File: config.mk
export PLATFORM = sky130hd
export DESIGN_NAME = palette_ram_flat
export DESIGN_NICKNAME = d
export VERILOG_FILES = /design/src/verilog/video_bus_pkg.sv /design/src/verilog/regbus_if.sv /design/src/verilog/palette_ram.sv /design/src/flat_wrapper.sv
export SDC_FILE = /design/constraint.sdc
export NUM_CORES = 2
export LEC_CHECK = 0
export BUFFER_PORTS_ARGS = -buffer_cell sky130_fd_sc_hd__buf_4
export CAP_MARGIN = 20
export CORE_UTILIZATION = 30
export DETAILED_ROUTE_END_ITERATION = 8
export GPL_ROUTABILITY_DRIVEN = 0
export HOLD_SLACK_MARGIN = 0.03
export PLACE_DENSITY = 0.54
export SETUP_SLACK_MARGIN = 0.4
export SLEW_MARGIN = 0
export SYNTH_ARGS = -nofsm -noshare
export SYNTH_HDL_FRONTEND = slang
export SYNTH_SLANG_ARGS = --single-unit
File: constraint.sdc
create_clock -name clk -period 2.8 [get_ports clk]
set_clock_uncertainty 0.05 [all_clocks]
set_input_delay 0.28 -clock clk [delete_from_list [all_inputs] [get_ports clk]]
set_output_delay 0.28 -clock clk [all_outputs]
set_load 0.05 [all_outputs]
File: src/verilog/video_bus_pkg.sv
`default_nettype none

package video_bus_pkg;

    ////////////////////////////////////////////////////////////////////////////
    // Register bus
    ////////////////////////////////////////////////////////////////////////////
    localparam int REGBUS_ADDR_W = 18;
    localparam int DATA_W        = 8;

    ////////////////////////////////////////////////////////////////////////////
    // Main RAM, 4 KB mirrored through 00000-1FFFF
    ////////////////////////////////////////////////////////////////////////////
    localparam int MAINRAM_WORD_W     = 32;
    localparam int MAINRAM_WORDS      = 1024;
    localparam int MAINRAM_ADDR_W     = 10;
    localparam int MAINRAM_LANES      = MAINRAM_WORD_W / DATA_W;
    localparam int MAINRAM_LANE_W     = 2;
    localparam int MAINRAM_REGION_BIT = 17;

    ////////////////////////////////////////////////////////////////////////////
    // Palette, 20000-201FF
    ////////////////////////////////////////////////////////////////////////////
    localparam int PALETTE_ENTRIES = 256;
    localparam int PALETTE_ENTRY_W = 16;
    localparam int PALETTE_IDX_W   = 8;
    localparam int RGB_W           = 12;

    // Bits above the entry index and byte select identify the palette region
    localparam int PALETTE_DECODE_LSB = PALETTE_IDX_W + 1;

    localparam logic [REGBUS_ADDR_W-1:0] PALETTE_BASE = 18'h20000;

    // Block reached by a register bus access
    typedef enum logic [1:0] {
        TARGET_NONE     = 2'd0,
        TARGET_MAIN_RAM = 2'd1,
        TARGET_PALETTE  = 2'd2
    } bus_target_e;

endpackage

`default_nettype wire

File: src/verilog/regbus_if.sv
`timescale 1ns/1ps
`default_nettype none

// One byte access from the decoder to a storage block
interface regbus_if
    import video_bus_pkg::*;
();

    logic [REGBUS_ADDR_W-1:0] addr;
    logic [DATA_W-1:0]        wrdata;
    logic                     write;
    logic                     strobe;
    logic [DATA_W-1:0]        rddata;

    modport decoder (
        output addr,
        output wrdata,
        output write,
        output strobe,
        input  rddata
    );

    modport storage (
        input  addr,
        input  wrdata,
        input  write,
        input  strobe,
        output rddata
    );

endinterface

`default_nettype wire

File: src/verilog/palette_ram.sv
`timescale 1ns/1ps
`default_nettype none

module palette_ram
    import video_bus_pkg::*;
(
    input  logic               clk,
    regbus_if.storage          bus,
    input  logic [DATA_W-1:0]  pixel_index_i,
    output logic [RGB_W-1:0]   rgb_o
);

    logic [PALETTE_ENTRY_W-1:0] mem [PALETTE_ENTRIES];

    logic [PALETTE_IDX_W-1:0]   entry_idx;
    logic                       high_byte;

    logic [PALETTE_ENTRY_W-1:0] bus_entry_r;
    logic                       bus_high_r;
    logic [PALETTE_ENTRY_W-1:0] pix_entry_r;

    // Odd address is the high byte of an entry
    assign entry_idx = bus.addr[PALETTE_IDX_W:1];
    assign high_byte = bus.addr[0];

    ////////////////////////////////////////////////////////////////////////////
    // Bus side
    ////////////////////////////////////////////////////////////////////////////
    always_ff @(posedge clk) begin
        if (bus.strobe && bus.write) begin
            if (high_byte) begin
                mem[entry_idx][PALETTE_ENTRY_W-1:DATA_W] <= bus.wrdata;
            end else begin
                mem[entry_idx][DATA_W-1:0] <= bus.wrdata;
            end
        end
    end

    always_ff @(posedge clk) begin
        if (bus.strobe && !bus.write) begin
            bus_entry_r <= mem[entry_idx];
            bus_high_r  <= high_byte;
        end
    end

    assign bus.rddata = bus_high_r ? bus_entry_r[PALETTE_ENTRY_W-1:DATA_W]
                                   : bus_entry_r[DATA_W-1:0];

    ////////////////////////////////////////////////////////////////////////////
    // Pixel lookup port
    ////////////////////////////////////////////////////////////////////////////
    // Free running, one cycle from index to colour
    always_ff @(posedge clk) begin
        pix_entry_r <= mem[pixel_index_i];
    end

    // Red 11:8, green 7:4, blue 3:0
    assign rgb_o = pix_entry_r[RGB_W-1:0];

endmodule

`default_nettype wire

File: src/flat_wrapper.sv
// flat-port wrapper written by rule: the top's interface ports become plain ports
module palette_ram_flat import video_bus_pkg::*;
  (clk, pixel_index_i, rgb_o, bus_addr, bus_wrdata, bus_write, bus_strobe, bus_rddata);
  regbus_if bus_i ();
  input  logic clk;
  input  logic [DATA_W-1:0] pixel_index_i;
  output logic [RGB_W-1:0] rgb_o;
  input wire logic [$bits(bus_i.addr)-1:0] bus_addr;
  input wire logic [$bits(bus_i.wrdata)-1:0] bus_wrdata;
  input wire logic [$bits(bus_i.write)-1:0] bus_write;
  input wire logic [$bits(bus_i.strobe)-1:0] bus_strobe;
  output wire logic [$bits(bus_i.rddata)-1:0] bus_rddata;
  assign bus_i.addr = bus_addr;
  assign bus_i.wrdata = bus_wrdata;
  assign bus_i.write = bus_write;
  assign bus_i.strobe = bus_strobe;
  assign bus_rddata = bus_i.rddata;
  palette_ram u_core (.clk(clk), .bus(bus_i), .pixel_index_i(pixel_index_i), .rgb_o(rgb_o));
endmodule
==> impl_metrics.ini <==
[global_route]
grt_pass1_wl_um = 933000
grtUsageTotal_pct = 21.7
first_global_vias = 110000
grt_overflow = 0
grt_start_max_net_pins = 145
grt_antenna_before_repair = 33

[synth]
synth_edf_count = 4113
syn_inst = 8779
ys_ff_latch = 4125
avgSynthCellArea_um2 = 20.9
netlist_area_mm2 = 0.184
synth_fp_nets = 8816
async_reset_ff_share_pct = 0
synth-compound-area-share_pct = 2.79
synth-simple-area-share_pct = 2.12
synth_flop_cell = edfxtp_1
yosysSeqAreaShare_pct = 67.4
synth_xor_area_share_pct = 0
synth_adder_area_share_pct = 0
synthMuxAreaShare_pct = 25.7
synth_warnings = 0
synth_cell_types = 60
synth_top_family_by_area = multiplexers

[critical_path]
start_kind = flip-flop
r2r-end = u_core.bus_entry_r[12]$_DFFE_PP_
critPathArrivalTime_ps = 3630
reg2reg_depth = 5
r2r_start = u_core.mem[65][12]$_DFFE_PP_
endpoint_kind = flip-flop
r2r_slack_ps = -80
required_ps = 3550
crit_path_max_fanout = 1
path_class = flip-flop to flip-flop

[run_status]
violations = negative setup slack
outcome = finished, violations left

[sta]
fmax_mhz = 347
worst_pin_slew_ps = 1280
fin_crit_sh_pct = 103
post-route-min-period_ps = 2880
slew_headroom_pct = 14.3
finalMaxSlewViolations = 0
rsz0062_at_grt = yes
worst_slack_ps = -78.9
setup_violations = 4
final_hold_viol_count = 0

[detailed_routing]
wl_per_cell_um = 35.6
firstDrtPassIters = 8
drc_errors = 0
drt_wl_total_um = 683000
vias = 109000
drt_iter0_drc = 14600
antenna_left = 0
viasPerCell = 5.68

[layout]
nets = 10800
design_area_mm2 = 0.232
drive_gt1_share_pct = 47.4
syn_to_final_growth_pct = 26.2

[place]
place_area_mm2 = 0.215
pre_cts_ws_ps = -1110
hpwlAfterDp_um = 484000
port_buffers = 47

[power_and_ir_drop]
p_per_area_mw_per_mm2 = 609
p_leak_nw = 75.0
ir_drop_uv = 540

[cts]
cts_tree = built
cts_buffers = 429
cts.sinks = 4125
clk_pin_slew_ps = 70
ctsLongestPathBuffers = 4
htree_num_levels = 5
insertion_delay_ps = 1070
root_buffer = clkbuf_16

[die]
coreArea_mm2 = 0.608
num_rows = 286
dieArea_mm2 = 0.615
pin_count = 57
die_w_um = 784
die_y_um = 784
start_util_pct = 30.2

[run]
drv_cap = 0

[worst_hold_path]
hold_class = input pin to flip-flop
whs_endpoint = u_core.bus_entry_r[3]$_DFFE_PP_
whs_path_depth = 4
hp-start = bus_addr[5]
## cells by family after synthesis
logic type | after synthesis
DFF | 4125
muxes | 2378
and+or+nand+nor | 903
buffers and inverters | 707
AOI/OAI and AO/OA | 666
## critical path, stage by stage, from the launching register on
cell      delay [ps]
edfxtp_1         390
mux4_2           480
mux4_2           590
o211ai_1         490
o31ai_1          160
or4_1            480
## registers in the layout, indices dropped and copies added, names as in the netlist
| name | flops |
|---|---|
| u_core.mem | 4096 |
| u_core.bus_entry_r | 16 |
| u_core.pix_entry_r | 12 |
| u_core.bus_high_r | 1 |
## timing repair
item | CTS | global route
endpoints found under the setup margin | 44 | 36
resized for setup | 254 | 76
endpoints found under the hold margin | 1553 | 0
pin swaps | 94 | 43
hold buffers | 12 | 0
setup buffers | 4 | 3
## power breakdown
group | switching (mW) | internal [mW]
registers | 0.186 | 68.0
clock network | 25.5 | 34.4
logic | 7.71 | 5.31
total | 33.4 | 108
## layout make-up
cell class	instances	area (um^2)
Inverter	5	28.8
Fill cell	54300	376000
Clock inverter	278	3330
Timing Repair Buffer	2216	23600
Multi-Input combinational cell	3947	59500
Sequential cell	4125	124000
Tap cell	8064	10100
Clock buffer	524	11300
Antenna cell	9	22.5
## placed cells by master, fill, tap and decap left out, drive strengths merged, types with 6 or more instances in the layout
cell         instances
a211o               13
a211oi              78
a21oi               26
a221oi              38
a22o                45
a22oi               97
a311o               12
a311oi              15
a31oi                6
buf               2198
bufinv              60
clkbuf             530
clkinv             176
clkinvlp            28
dfxtp               12
diode                9
dlygate4sd3         12
edfxtp            4113
inv                 19
mux2                12
mux2i              502
mux4              1864
nand2              190
nand2b              11
nand3               21
nand4               13
nor2               533
nor2b               28
nor3                22
nor4                31
o211ai               7
o21ai               13
o221ai             147
o22ai              138
o32ai               11
or3                  7
or4                  6
## synth_stat cells (12+ instances only)
master | number | area, um^2
nor3_1 | 22 | 110
nor2b_1 | 28 | 175
dfxtp_1 | 12 | 240
mux2i_1 | 502 | 5020
nor2_1 | 533 | 2000
a311o_1 | 12 | 120
a22o_1 | 45 | 394
a211oi_1 | 78 | 586
a211o_1 | 13 | 114
buf_4 | 108 | 811
mux2_2 | 12 | 135
nand4_1 | 13 | 81.3
edfxtp_1 | 4113 | 124000
a22oi_1 | 97 | 728
a21oi_1 | 26 | 130
a221oi_1 | 38 | 333
a311oi_1 | 15 | 131
nor4_1 | 30 | 188
nand3_1 | 21 | 105
o21ai_0 | 13 | 65.1
nand2_1 | 190 | 713
mux4_2 | 1864 | 42000
o22ai_1 | 138 | 863
buf_2 | 214 | 1070
buf_6 | 39 | 439
buf_1 | 71 | 267
o221ai_1 | 147 | 1290
clkbuf_1 | 268 | 1010
## through the flow
stage	hold WS (ps)	utilization (%)	TNS (ps)	cells	total power, mW
after floorplan	329	-	-190930	8779	75.0
after global placement	452	35.4	-682290	18300	81.9
after detailed placement	454	35.4	-696200	18300	82.0
after CTS	33.0	38.0	-86.3	19200	142
after global routing	115	38.1	-333	19200	144
final	140	38.1	-167	19200	141
## how the worst max path moves through the flow
stage	from	end	slack, ps
after detailed placement	pixel_index_i[1]	u_core.pix_entry_r[7]$_DFF_P_	-1110
after CTS	u_core.mem[65][12]$_DFFE_PP_	u_core.bus_entry_r[12]$_DFFE_PP_	-40
final	u_core.mem[65][12]$_DFFE_PP_	u_core.bus_entry_r[12]$_DFFE_PP_	-80
after global routing	u_core.mem[235][6]$_DFFE_PP_	u_core.bus_entry_r[6]$_DFFE_PP_	-90
after floorplan	bus_addr[2]	u_core.mem[27][0]$_DFFE_PP_	-110
after global placement	pixel_index_i[0]	u_core.pix_entry_r[11]$_DFF_P_	-1140
## routing by layer
metal / routed length [um] / GRT usage, % / part of all wire [%]
met4: 38900 / 10.2 / 5.7
met2: 315000 / 34.1 / 46
met3: 63000 / 4.45 / 9.2
met1: 266000 / 28.9 / 39
met5: 91 / 0 / 0.013
Power figures use the tool's default switching activity.
