[config.mk]
export PLATFORM = sky130hd
export DESIGN_NAME = regbus_decoder_flat
export DESIGN_NICKNAME = d
export VERILOG_FILES = /design/src/verilog/video_bus_pkg.sv /design/src/verilog/regbus_if.sv /design/src/verilog/regbus_decoder.sv /design/src/flat_wrapper.sv
export SDC_FILE = /design/constraint.sdc
export NUM_CORES = 1
export LEC_CHECK = 0
export ABC_AREA = 1
export BUFFER_PORTS_ARGS = -buffer_cell sky130_fd_sc_hd__buf_4
export CAP_MARGIN = 20
export CORE_MARGIN = 8
export CORE_UTILIZATION = 28
export DETAILED_ROUTE_END_ITERATION = 12
export PLACE_DENSITY_LB_ADDON = 0.05
export SLEW_MARGIN = 5
export SYNTH_ARGS = -nofsm -noshare
export SYNTH_HDL_FRONTEND = slang
export SYNTH_SLANG_ARGS = --single-unit
[constraint.sdc]
create_clock -name clk -period 1.2 [get_ports clk]
set_input_delay 0.12 -clock clk [delete_from_list [all_inputs] [get_ports clk]]
set_output_delay 0.12 -clock clk [all_outputs]
set_load 0.02 [all_outputs]
[src/verilog/video_bus_pkg.sv]
`default_nettype none

package video_bus_pkg;

    ////////////////////////////////////////////////////////////////////////////
    // Register bus
    ////////////////////////////////////////////////////////////////////////////
    localparam int REGBUS_ADDR_W = 18;
    localparam int DATA_W        = 8;

    ////////////////////////////////////////////////////////////////////////////
    // Main RAM, 4 KB mirrored through 00000-1FFFF
    ////////////////////////////////////////////////////////////////////////////
    localparam int MAINRAM_WORD_W     = 32;
    localparam int MAINRAM_WORDS      = 1024;
    localparam int MAINRAM_ADDR_W     = 10;
    localparam int MAINRAM_LANES      = MAINRAM_WORD_W / DATA_W;
    localparam int MAINRAM_LANE_W     = 2;
    localparam int MAINRAM_REGION_BIT = 17;

    ////////////////////////////////////////////////////////////////////////////
    // Palette, 20000-201FF
    ////////////////////////////////////////////////////////////////////////////
    localparam int PALETTE_ENTRIES = 256;
    localparam int PALETTE_ENTRY_W = 16;
    localparam int PALETTE_IDX_W   = 8;
    localparam int RGB_W           = 12;

    // Bits above the entry index and byte select identify the palette region
    localparam int PALETTE_DECODE_LSB = PALETTE_IDX_W + 1;

    localparam logic [REGBUS_ADDR_W-1:0] PALETTE_BASE = 18'h20000;

    // Block reached by a register bus access
    typedef enum logic [1:0] {
        TARGET_NONE     = 2'd0,
        TARGET_MAIN_RAM = 2'd1,
        TARGET_PALETTE  = 2'd2
    } bus_target_e;

endpackage

`default_nettype wire

[src/verilog/regbus_if.sv]
`timescale 1ns/1ps
`default_nettype none

// One byte access from the decoder to a storage block
interface regbus_if
    import video_bus_pkg::*;
();

    logic [REGBUS_ADDR_W-1:0] addr;
    logic [DATA_W-1:0]        wrdata;
    logic                     write;
    logic                     strobe;
    logic [DATA_W-1:0]        rddata;

    modport decoder (
        output addr,
        output wrdata,
        output write,
        output strobe,
        input  rddata
    );

    modport storage (
        input  addr,
        input  wrdata,
        input  write,
        input  strobe,
        output rddata
    );

endinterface

`default_nettype wire

[src/verilog/regbus_decoder.sv]
`timescale 1ns/1ps
`default_nettype none

module regbus_decoder
    import video_bus_pkg::*;
(
    input  logic                     reset,
    input  logic                     clk,
    input  logic [REGBUS_ADDR_W-1:0] addr_i,
    input  logic [DATA_W-1:0]        wrdata_i,
    input  logic                     write_i,
    input  logic                     strobe_i,
    output logic [DATA_W-1:0]        rddata_o,
    regbus_if.decoder                ram_bus,
    regbus_if.decoder                pal_bus
);

    bus_target_e target;
    bus_target_e target_r;

    ////////////////////////////////////////////////////////////////////////////
    // Address decode
    ////////////////////////////////////////////////////////////////////////////
    // 00000-1FFFF  Main RAM (4 KB, mirrored)
    // 20000-201FF  Palette
    // Anything else reads as 00 and ignores writes
    always_comb begin
        if (!addr_i[MAINRAM_REGION_BIT]) begin
            target = TARGET_MAIN_RAM;
        end else if (addr_i[REGBUS_ADDR_W-1:PALETTE_DECODE_LSB] ==
                     PALETTE_BASE[REGBUS_ADDR_W-1:PALETTE_DECODE_LSB]) begin
            target = TARGET_PALETTE;
        end else begin
            target = TARGET_NONE;
        end
    end

    // Both blocks see every access, only the strobe is steered
    assign ram_bus.addr   = addr_i;
    assign ram_bus.wrdata = wrdata_i;
    assign ram_bus.write  = write_i;
    assign ram_bus.strobe = strobe_i && (target == TARGET_MAIN_RAM);

    assign pal_bus.addr   = addr_i;
    assign pal_bus.wrdata = wrdata_i;
    assign pal_bus.write  = write_i;
    assign pal_bus.strobe = strobe_i && (target == TARGET_PALETTE);

    ////////////////////////////////////////////////////////////////////////////
    // Read data combiner
    ////////////////////////////////////////////////////////////////////////////
    // Selection follows the read by one cycle, like the storage blocks
    always_ff @(posedge clk or posedge reset) begin
        if (reset) begin
            target_r <= TARGET_NONE;
        end else begin
            if (strobe_i && !write_i) begin
                target_r <= target;
            end
        end
    end

    always_comb begin
        case (target_r)
            TARGET_MAIN_RAM: rddata_o = ram_bus.rddata;
            TARGET_PALETTE:  rddata_o = pal_bus.rddata;
            default:         rddata_o = '0;
        endcase
    end

endmodule

`default_nettype wire

[src/flat_wrapper.sv]
// flat-port wrapper written by rule: the top's interface ports become plain ports
module regbus_decoder_flat import video_bus_pkg::*;
  (reset, clk, addr_i, wrdata_i, write_i, strobe_i, rddata_o, ram_bus_addr, ram_bus_wrdata, ram_bus_write, ram_bus_strobe, ram_bus_rddata, pal_bus_addr, pal_bus_wrdata, pal_bus_write, pal_bus_strobe, pal_bus_rddata);
  regbus_if ram_bus_i ();
  regbus_if pal_bus_i ();
  input  logic reset;
  input  logic clk;
  input  logic [REGBUS_ADDR_W-1:0] addr_i;
  input  logic [DATA_W-1:0] wrdata_i;
  input  logic write_i;
  input  logic strobe_i;
  output logic [DATA_W-1:0] rddata_o;
  output wire logic [$bits(ram_bus_i.addr)-1:0] ram_bus_addr;
  output wire logic [$bits(ram_bus_i.wrdata)-1:0] ram_bus_wrdata;
  output wire logic [$bits(ram_bus_i.write)-1:0] ram_bus_write;
  output wire logic [$bits(ram_bus_i.strobe)-1:0] ram_bus_strobe;
  input wire logic [$bits(ram_bus_i.rddata)-1:0] ram_bus_rddata;
  output wire logic [$bits(pal_bus_i.addr)-1:0] pal_bus_addr;
  output wire logic [$bits(pal_bus_i.wrdata)-1:0] pal_bus_wrdata;
  output wire logic [$bits(pal_bus_i.write)-1:0] pal_bus_write;
  output wire logic [$bits(pal_bus_i.strobe)-1:0] pal_bus_strobe;
  input wire logic [$bits(pal_bus_i.rddata)-1:0] pal_bus_rddata;
  assign ram_bus_addr = ram_bus_i.addr;
  assign ram_bus_wrdata = ram_bus_i.wrdata;
  assign ram_bus_write = ram_bus_i.write;
  assign ram_bus_strobe = ram_bus_i.strobe;
  assign ram_bus_i.rddata = ram_bus_rddata;
  assign pal_bus_addr = pal_bus_i.addr;
  assign pal_bus_wrdata = pal_bus_i.wrdata;
  assign pal_bus_write = pal_bus_i.write;
  assign pal_bus_strobe = pal_bus_i.strobe;
  assign pal_bus_i.rddata = pal_bus_rddata;
  regbus_decoder u_core (.reset(reset), .clk(clk), .addr_i(addr_i), .wrdata_i(wrdata_i), .write_i(write_i), .strobe_i(strobe_i), .rddata_o(rddata_o), .ram_bus(ram_bus_i), .pal_bus(pal_bus_i));
endmodule
==> results of run 1 <==
[power by group]
part           internal [mW]  switching [mW]
clock                  0.110          0.0388
sequential            0.0724         0.00582
combinational          0.182           0.168
total                  0.365           0.212
[worst register-to-register path, stage by stage (launching register included)]
cell and delay (ns):
dfrtp_1 0.40, inv_2 0.07, buf_4 0.13, buf_4 0.12, buf_4 0.11, o21ai_0 0.15
[cell type report]
cell class                 instances  area [um^2]
sequential                         2         51.3
clock buffer                       3         22.5
tap                               30         37.5
multi-input combinational         41          249
inverter                           5         18.8
fill                             262         1510
timing repair buffer              63          494
[synth_stat cells]
cell type / n / area [um^2]
buf_4: 54 / 405
nand2_1: 20 / 75.1
a21oi_1: 8 / 40.0
inv_1: 5 / 18.8
nor2_1: 5 / 18.8
clkbuf_2: 2 / 10.0
dfrtp_1: 2 / 50.1
ha_1: 2 / 25.0
o21ai_0: 2 / 10.0
clkbuf_1: 1 / 3.75
nand3_1: 1 / 5.00
nor2_2: 1 / 6.26
nor3_2: 1 / 10.0
or2_1: 1 / 6.26
[metrics by stage]
stage,TNS (ns),setup WS (ns),cell area (um^2)
3_3_place_gp,-0.697,-0.102,746
3_5_place_dp,-0.605,-0.0942,746
5_1_grt,-2.08,-0.278,873
4_1_cts,-1.42,-0.181,828
2_1_floorplan,-0.687,-0.0859,684
6_report,-1.34,-0.186,873
[layer usage]
| metal | GRT usage | vias up | part of all wire |
|---|---|---|---|
| li1 | - | 286 | - |
| met1 | 0.0802 | 237 | 0.40 |
| met2 | 0.129 | 41 | 0.48 |
| met3 | 0.0629 | 0 | 0.12 |
| met4 | 0.0300 | 0 | 0 |
| met5 | 0 | - | 0 |
[kinds of logic after synthesis]
| group | count (synthesis) | synth area share |
|---|---|---|
| buffers and inverters | 62 | 0.640 |
| AND/OR/NAND/NOR | 29 | 0.177 |
| adder cells (fa/ha/maj) | 2 | 0.0366 |
| flip-flops | 2 | 0.0731 |
| AO/OA/AOI/OAI | 10 | 0.0731 |
[how the worst max path moves through the flow]
stage / from / end / depth (start not counted)
6_report: u_core.target_r[1] / rddata_o[4] / 5
5_1_grt: u_core.target_r[1] / rddata_o[4] / 5
4_1_cts: u_core.target_r[1] / rddata_o[4] / 5
3_5_place_dp: u_core.target_r[0] / rddata_o[4] / 5
3_3_place_gp: u_core.target_r[0] / rddata_o[5] / 5
2_1_floorplan: u_core.target_r[0] / rddata_o[0] / 4
[what timing repair did]
| item | CTS | global route |
|---|---|---|
| hold buffers | 1 | 0 |
| endpoints found under the hold margin | 2 | 0 |
| setup buffers | 2 | 1 |
| endpoints found under the setup margin | 8 | 8 |
| resized for setup | 9 | 11 |
| pin swaps | 7 | 1 |
==> reports/metrics.cfg, run 1 <==
[status]
status=finished with violations
violations=setup timing

[global_routing]
grt_pass1_vias=618
track_usage=0.0819
grt_pass1_wl_mm=2.82
grt_max_degree=9
antenna_found_initial=0
overflow=0

[cells_and_area]
reg_top3=u_core.target_r (2)
drive_gt1_frac=0.702
final_cell_mix=57 x buf_4, 18 x nand2_1, 6 x a21oi_2
final_nets=164
syn2layout_area_growth_pct=27.6
largest_reg_flops=2
final_core_util=0.366
diodes=0
fin_cells=144
regMostFlops=u_core.target_r
layout_commonest_cell=buf_4

[die]
die_x_um=65.4
die_h_um=65.4
start_util=0.287
pin_count=110
core_um2=2390
die_area_um2=4280
rows=18

[synthesis]
synth_seq_cells=2
synth_cells=105
synth_warnings=0
netlist_area_um2=684
ys_types=14
syn-num-nets=153
avgSynthCellArea_um2=6.52
yosysSeqAreaShare=0.0731

[timing]
setup_slack_ns=-0.186
setup_viol=8
fmaxAchievable_mhz=721
relSlewSlack=0.894
rsz0062_at_grt=yes
fin_crit_ns=1.39
slew_violations=0
holdWs_ns=0.180
hold_viol=0
tightestPinTransition_ns=0.159
skew_ns=0
period_share=1.16

[place]
dpl.hpwl_mm=1.51
port_buffers=58
dp_cells=137
routabilityCongestion=0.688

[detailed_routing]
wl_mm=1.78
routedWlPerCell_um=12.4
drt_iter0_markers=12
dr.pass1.iters=4
drc=0
ant_nets=0
drt-vias-per-instance=3.92
via_count=564

[clock_tree]
cts_made_buffers=3
clkLatencyLatePin_ns=0.22
clkSlewWorstSetupHoldPaths_ns=0.03
cts_num_sinks=2
cts_root_buffer=clkbuf_4
clk_path_buf_depth=2
cts_tree=done
htreeDepth=1

[critical_path]
critPathRequiredTime_ns=1.08
timing_worst_setup_path_type=reg -> out
critPathMaxStageDelay_ns=0.43
crit_path_cell_trace=inv_2, ha_4, nand2_1, a21oi_2, buf_4
crit_fanout=8
critical-path-slowest-cell=dfrtp_2
start_kind=register
rr_endpoint=u_core.target_r[0]
reg2reg_depth=5
r2r_slack_ns=0.14
arrival_ns=1.27
cp_num_buf_inv=2
end_kind=output port
path_delay_family=flip-flops
r2r_start=u_core.target_r[0]

[power_and_ir_drop]
leakage_nw=0.439
total_power_mw=0.577
peakVddDrop_v=0.000303
power.density_nw_per_um2=661

[min_path]
min_path_cells=3
hold_end=u_core.target_r[1]
hold_path.startpoint=write_i
worstHoldPathType=in -> reg

[run]
maxCapViolCount=0

No activity file was read; power rests on OpenSTA's default activity.
==> run 2, diff against run 1 <==
--- a/config.mk
+++ b/config.mk
@@ -11,7 +11,7 @@
 export CORE_MARGIN = 8
 export CORE_UTILIZATION = 28
 export DETAILED_ROUTE_END_ITERATION = 12
-export PLACE_DENSITY_LB_ADDON = 0.05
+export PLACE_DENSITY = 0.88
 export SLEW_MARGIN = 5
 export SYNTH_ARGS = -nofsm -noshare
 export SYNTH_HDL_FRONTEND = slang
==> reports/metrics.cfg, run 2 (same netlist as run 1, synthesis figures left out) <==
[status]
status=finished with violations
violations=setup timing

[detailed_routing]
via_count=610
routedWlPerCell_um=11.8
drc=0
drt_iter0_markers=4
ant_nets=0
dr.pass1.iters=3
wl_mm=1.75
drt-vias-per-instance=4.12

[timing]
setup_slack_ns=-0.236
fin_crit_ns=1.44
setup_viol=8
relSlewSlack=0.892
skew_ns=0
hold_viol=0
fin_tns_setup_ns=-1.73
slew_violations=0
period_share=1.20
rsz0062_at_grt=yes
tightestPinTransition_ns=0.161
fmaxAchievable_mhz=696

[cells_and_area]
syn2layout_area_growth_pct=31.1
reg_top3=u_core.target_r (2)
n_fill_cell=246
diodes=0
layout_commonest_cell=buf_4
drive_gt1_frac=0.703
largest_reg_flops=2
final_nets=168
final_cell_mix=60 x buf_4, 16 x nand2_1, 6 x buf_6
regMostFlops=u_core.target_r

[global_routing]
track_usage=0.0731
grt_max_degree=9
antenna_found_initial=0
overflow=0
grt_pass1_wl_mm=2.51
grt_pass1_vias=642

[die]
rows=18
pin_count=110
die_x_um=65.4
start_util=0.287
die_h_um=65.4
core_um2=2390
die_area_um2=4280

[clock_tree]
cts_root_buffer=clkbuf_4
clkSlewWorstSetupHoldPaths_ns=0.03
cts_num_sinks=2
cts_made_buffers=3
cts_tree=done
clk_path_buf_depth=2
htreeDepth=1
clkLatencyLatePin_ns=0.22

[place]
dpl.hpwl_mm=1.43
routabilityCongestion=0.729
port_buffers=58
pre_cts_slack_ns=-0.0526

[critical_path]
crit_fanout=6
critPathRequiredTime_ns=1.08
start_kind=register
timing_worst_setup_path_type=reg -> out
end_kind=output port
arrival_ns=1.32

[power_and_ir_drop]
leakage_nw=0.462
peakVddDrop_v=0.000395
total_power_mw=0.569
power.density_nw_per_um2=634

[min_path]
worstHoldPathType=in -> reg

[run]
maxCapViolCount=0

## run 2: final timing paths
path                                         start            endpoint  slack, ns  depth (start not counted)
worst max register to register  u_core.target_r[0]  u_core.target_r[0]       0.32                          4
max in group asynchronous                    reset  u_core.target_r[1]       0.78                          3
worst min register to register  u_core.target_r[1]  u_core.target_r[1]       0.70                          4
worst max-delay path            u_core.target_r[1]         rddata_o[4]      -0.24                          6
min in group asynchronous                    reset  u_core.target_r[0]       0.31                          3
worst min-delay path                       write_i  u_core.target_r[1]       0.17                          3
## run 2: final cells by class
cell class / count / area (um^2) / share of cell area
timing repair buffer: 67 / 528 / 0.589
multi-input combinational: 41 / 240 / 0.268
sequential: 2 / 50.0 / 0.0558
tap: 30 / 37.5 / 0.0418
clock buffer: 3 / 22.5 / 0.0251
inverter: 5 / 18.8 / 0.0209
## run 2: through the flow
step | instances | utilization | cell area, um^2 | hold WS (ns)
final | 148 | 0.376 | 897 | 0.171
after global routing | 148 | 0.376 | 897 | 0.197
after CTS | 148 | 0.358 | 855 | 0.169
after detailed placement | 141 | 0.325 | 776 | -0.0137
after global placement | 141 | 0.325 | 776 | -0.0191
after floorplan | 105 | - | 684 | -0.139
## run 2: metal layers
metal | share of wire | routed length (um) | vias to the layer above | track usage
met5 | 0 | 0 | - | 0
met3 | 0.17 | 303 | 16 | 0.0629
met4 | 0.049 | 85 | 0 | 0.0681
met2 | 0.45 | 785 | 51 | 0.112
li1 | - | - | 293 | -
met1 | 0.33 | 574 | 250 | 0.0557
## run 2: power by group
group / switching (mW) / leakage, nW / total, mW / internal (mW)
sequential: 0.00345 / 0.0263 / 0.0759 / 0.0725
combinational: 0.168 / 0.422 / 0.346 / 0.178
clock: 0.0371 / 0.0138 / 0.147 / 0.110
## run 2: critical path: stages (launching register included)
cell	delay (ns)
dfrtp_1	0.35
buf_4	0.13
ha_4	0.13
buf_6	0.11
nand2_1	0.07
a21oi_2	0.17
buf_6	0.14
## run 2: what timing repair did
action	in CTS	in global routing
hold endpoints to repair	2	0
pin swaps	1	7
endpoints found under the setup margin	8	8
setup buffers	3	0
gates resized for setup	6	13
hold buffers	1	0
==> run 3, diff against run 2 <==
--- a/config.mk
+++ b/config.mk
@@ -9,9 +9,9 @@
 export BUFFER_PORTS_ARGS = -buffer_cell sky130_fd_sc_hd__buf_4
 export CAP_MARGIN = 20
 export CORE_MARGIN = 8
-export CORE_UTILIZATION = 28
+export CORE_UTILIZATION = 25
 export DETAILED_ROUTE_END_ITERATION = 12
-export PLACE_DENSITY = 0.88
+export PLACE_DENSITY = 0.84
 export SLEW_MARGIN = 5
 export SYNTH_ARGS = -nofsm -noshare
 export SYNTH_HDL_FRONTEND = slang
==> constraint.sdc (replaced) <==
create_clock -name clk -period 1.22 [get_ports clk]
set_input_delay 0.122 -clock clk [delete_from_list [all_inputs] [get_ports clk]]
set_output_delay 0.122 -clock clk [all_outputs]
set_load 0.02 [all_outputs]
==> reports/metrics.cfg, run 3 (same netlist as run 1, synthesis figures left out) <==
[power_and_ir_drop]
power_frac_clock=0.254
seq_power_share=0.127
total_power_mw=0.589
power.share.combinational=0.618
sw_frac_of_total=0.383
power.density_nw_per_um2=652
leakage_nw=0.454
p_sw_mw=0.226
p_int_mw=0.363
peakVddDrop_v=0.000382

[place]
dpl.hpwl_mm=1.48
routabilityCongestion=0.615
dp_cells=139
port_buffers=58

[clock_tree]
htreeDepth=1
cts_tree=done
cts_made_buffers=3
clk_path_buf_depth=2
cts_root_buffer=clkbuf_4
cts_num_sinks=2
clkLatencyLatePin_ns=0.23
clkSlewWorstSetupHoldPaths_ns=0.03

[detailed_routing]
drt_iter0_markers=4
ant_nets=0
drt-vias-per-instance=4.10
dr.pass1.iters=2
via_count=594
routedWlPerCell_um=13.0
wl_mm=1.88
drc=0

[cells_and_area]
layout_commonest_cell=buf_4
fin_cells=145
diodes=0
syn2layout_area_growth_pct=31.8
drive_gt1_frac=0.702
multi_input_area_um2=270
n_fill_cell=287
largest_reg_flops=2
seq_area_um2=50.0
reg_top3=u_core.target_r (2)
final_core_util=0.336
final_cell_mix=56 x buf_4, 17 x nand2_1, 5 x nor2_1, 5 x a21oi_2, 5 x buf_6
final_nets=164
regMostFlops=u_core.target_r

[critical_path]
timing_worst_setup_path_type=reg -> out
arrival_ns=1.31
r2r_slack_ns=0.34
critPathRequiredTime_ns=1.10
end_kind=output port
crit_fanout=8
start_kind=register

[global_routing]
antenna_found_initial=0
grt_pass1_wl_mm=2.83
grt_pass1_vias=675
grt_max_degree=9
track_usage=0.0802
overflow=0

[timing]
tightestPinTransition_ns=0.149
setup_slack_ns=-0.217
skew_ns=0
hold_viol=0
period_share=1.18
fin_crit_ns=1.44
fmaxAchievable_mhz=696
setup_viol=8
fin_tns_setup_ns=-1.49
slew_violations=0
rsz0062_at_grt=yes
relSlewSlack=0.899

[die]
rows=19
die_h_um=68.3
die_area_um2=4670
pin_count=110
start_util=0.255
die_x_um=68.3
core_um2=2690

[min_path]
worstHoldPathType=in -> reg

[status]
status=finished with violations
violations=setup timing

[run]
maxCapViolCount=0

## run 3: layer usage
metal / vias to the layer above / wire length (um) / track usage
met5: - / 0 / 0
met4: 0 / 61 / 0.0665
met3: 12 / 287 / 0.0491
met2: 52 / 850 / 0.122
met1: 244 / 685 / 0.0764
li1: 286 / - / -
## run 3: per-stage QoR
| step | setup WS [ns] | hold WS (ns) | instance area, um^2 |
|---|---|---|---|
| global route | -0.311 | 0.191 | 902 |
| detailed placement | -0.0360 | -0.0156 | 754 |
| CTS | -0.182 | 0.162 | 826 |
| finish | -0.217 | 0.178 | 902 |
| floorplan | -0.0679 | -0.137 | 684 |
| global placement | -0.0332 | -0.0175 | 754 |
## run 3: worst paths after layout
path | depth (start not counted) | startpoint | end
worst max-delay path | 6 | u_core.target_r[1] | rddata_o[0]
max in group asynchronous | 3 | reset | u_core.target_r[1]
min in group asynchronous | 3 | reset | u_core.target_r[0]
worst min-delay path | 3 | write_i | u_core.target_r[1]
worst max register to register | 4 | u_core.target_r[1] | u_core.target_r[1]
worst min register to register | 3 | u_core.target_r[0] | u_core.target_r[0]
## run 3: repair_timing
item	4_1_cts	5_1_grt
gates resized for setup	6	19
endpoints found under the hold margin	2	0
gates cloned	0	0
endpoints found under the setup margin	8	8
hold buffers	1	0
pin swaps	4	6
buffers inserted	2	0
## run 3: area by class of cell
| cell class | count | share of cell area |
|---|---|---|
| Clock buffer | 3 | 0.0250 |
| Inverter | 5 | 0.0208 |
| Multi-Input combinational cell | 41 | 0.300 |
| Sequential cell | 2 | 0.0555 |
| Tap cell | 31 | 0.0430 |
| Timing Repair Buffer | 63 | 0.556 |
## run 3: worst max-delay path, stage by stage (launching register included)
cell and delay (ns):
dfrtp_1 0.36, inv_1 0.06, ha_2 0.17, buf_8 0.13, nand2_1 0.08, a21oi_2 0.13, buf_4 0.16
## run 3: power groups by stage
stage	clock network [mW]	logic [mW]	registers, mW
after floorplan	0	0.336	0.0738
after global placement	0	0.301	0.0740
after detailed placement	0	0.305	0.0745
after CTS	0.160	0.325	0.0745
after global routing	0.169	0.390	0.0752
final	0.150	0.364	0.0749
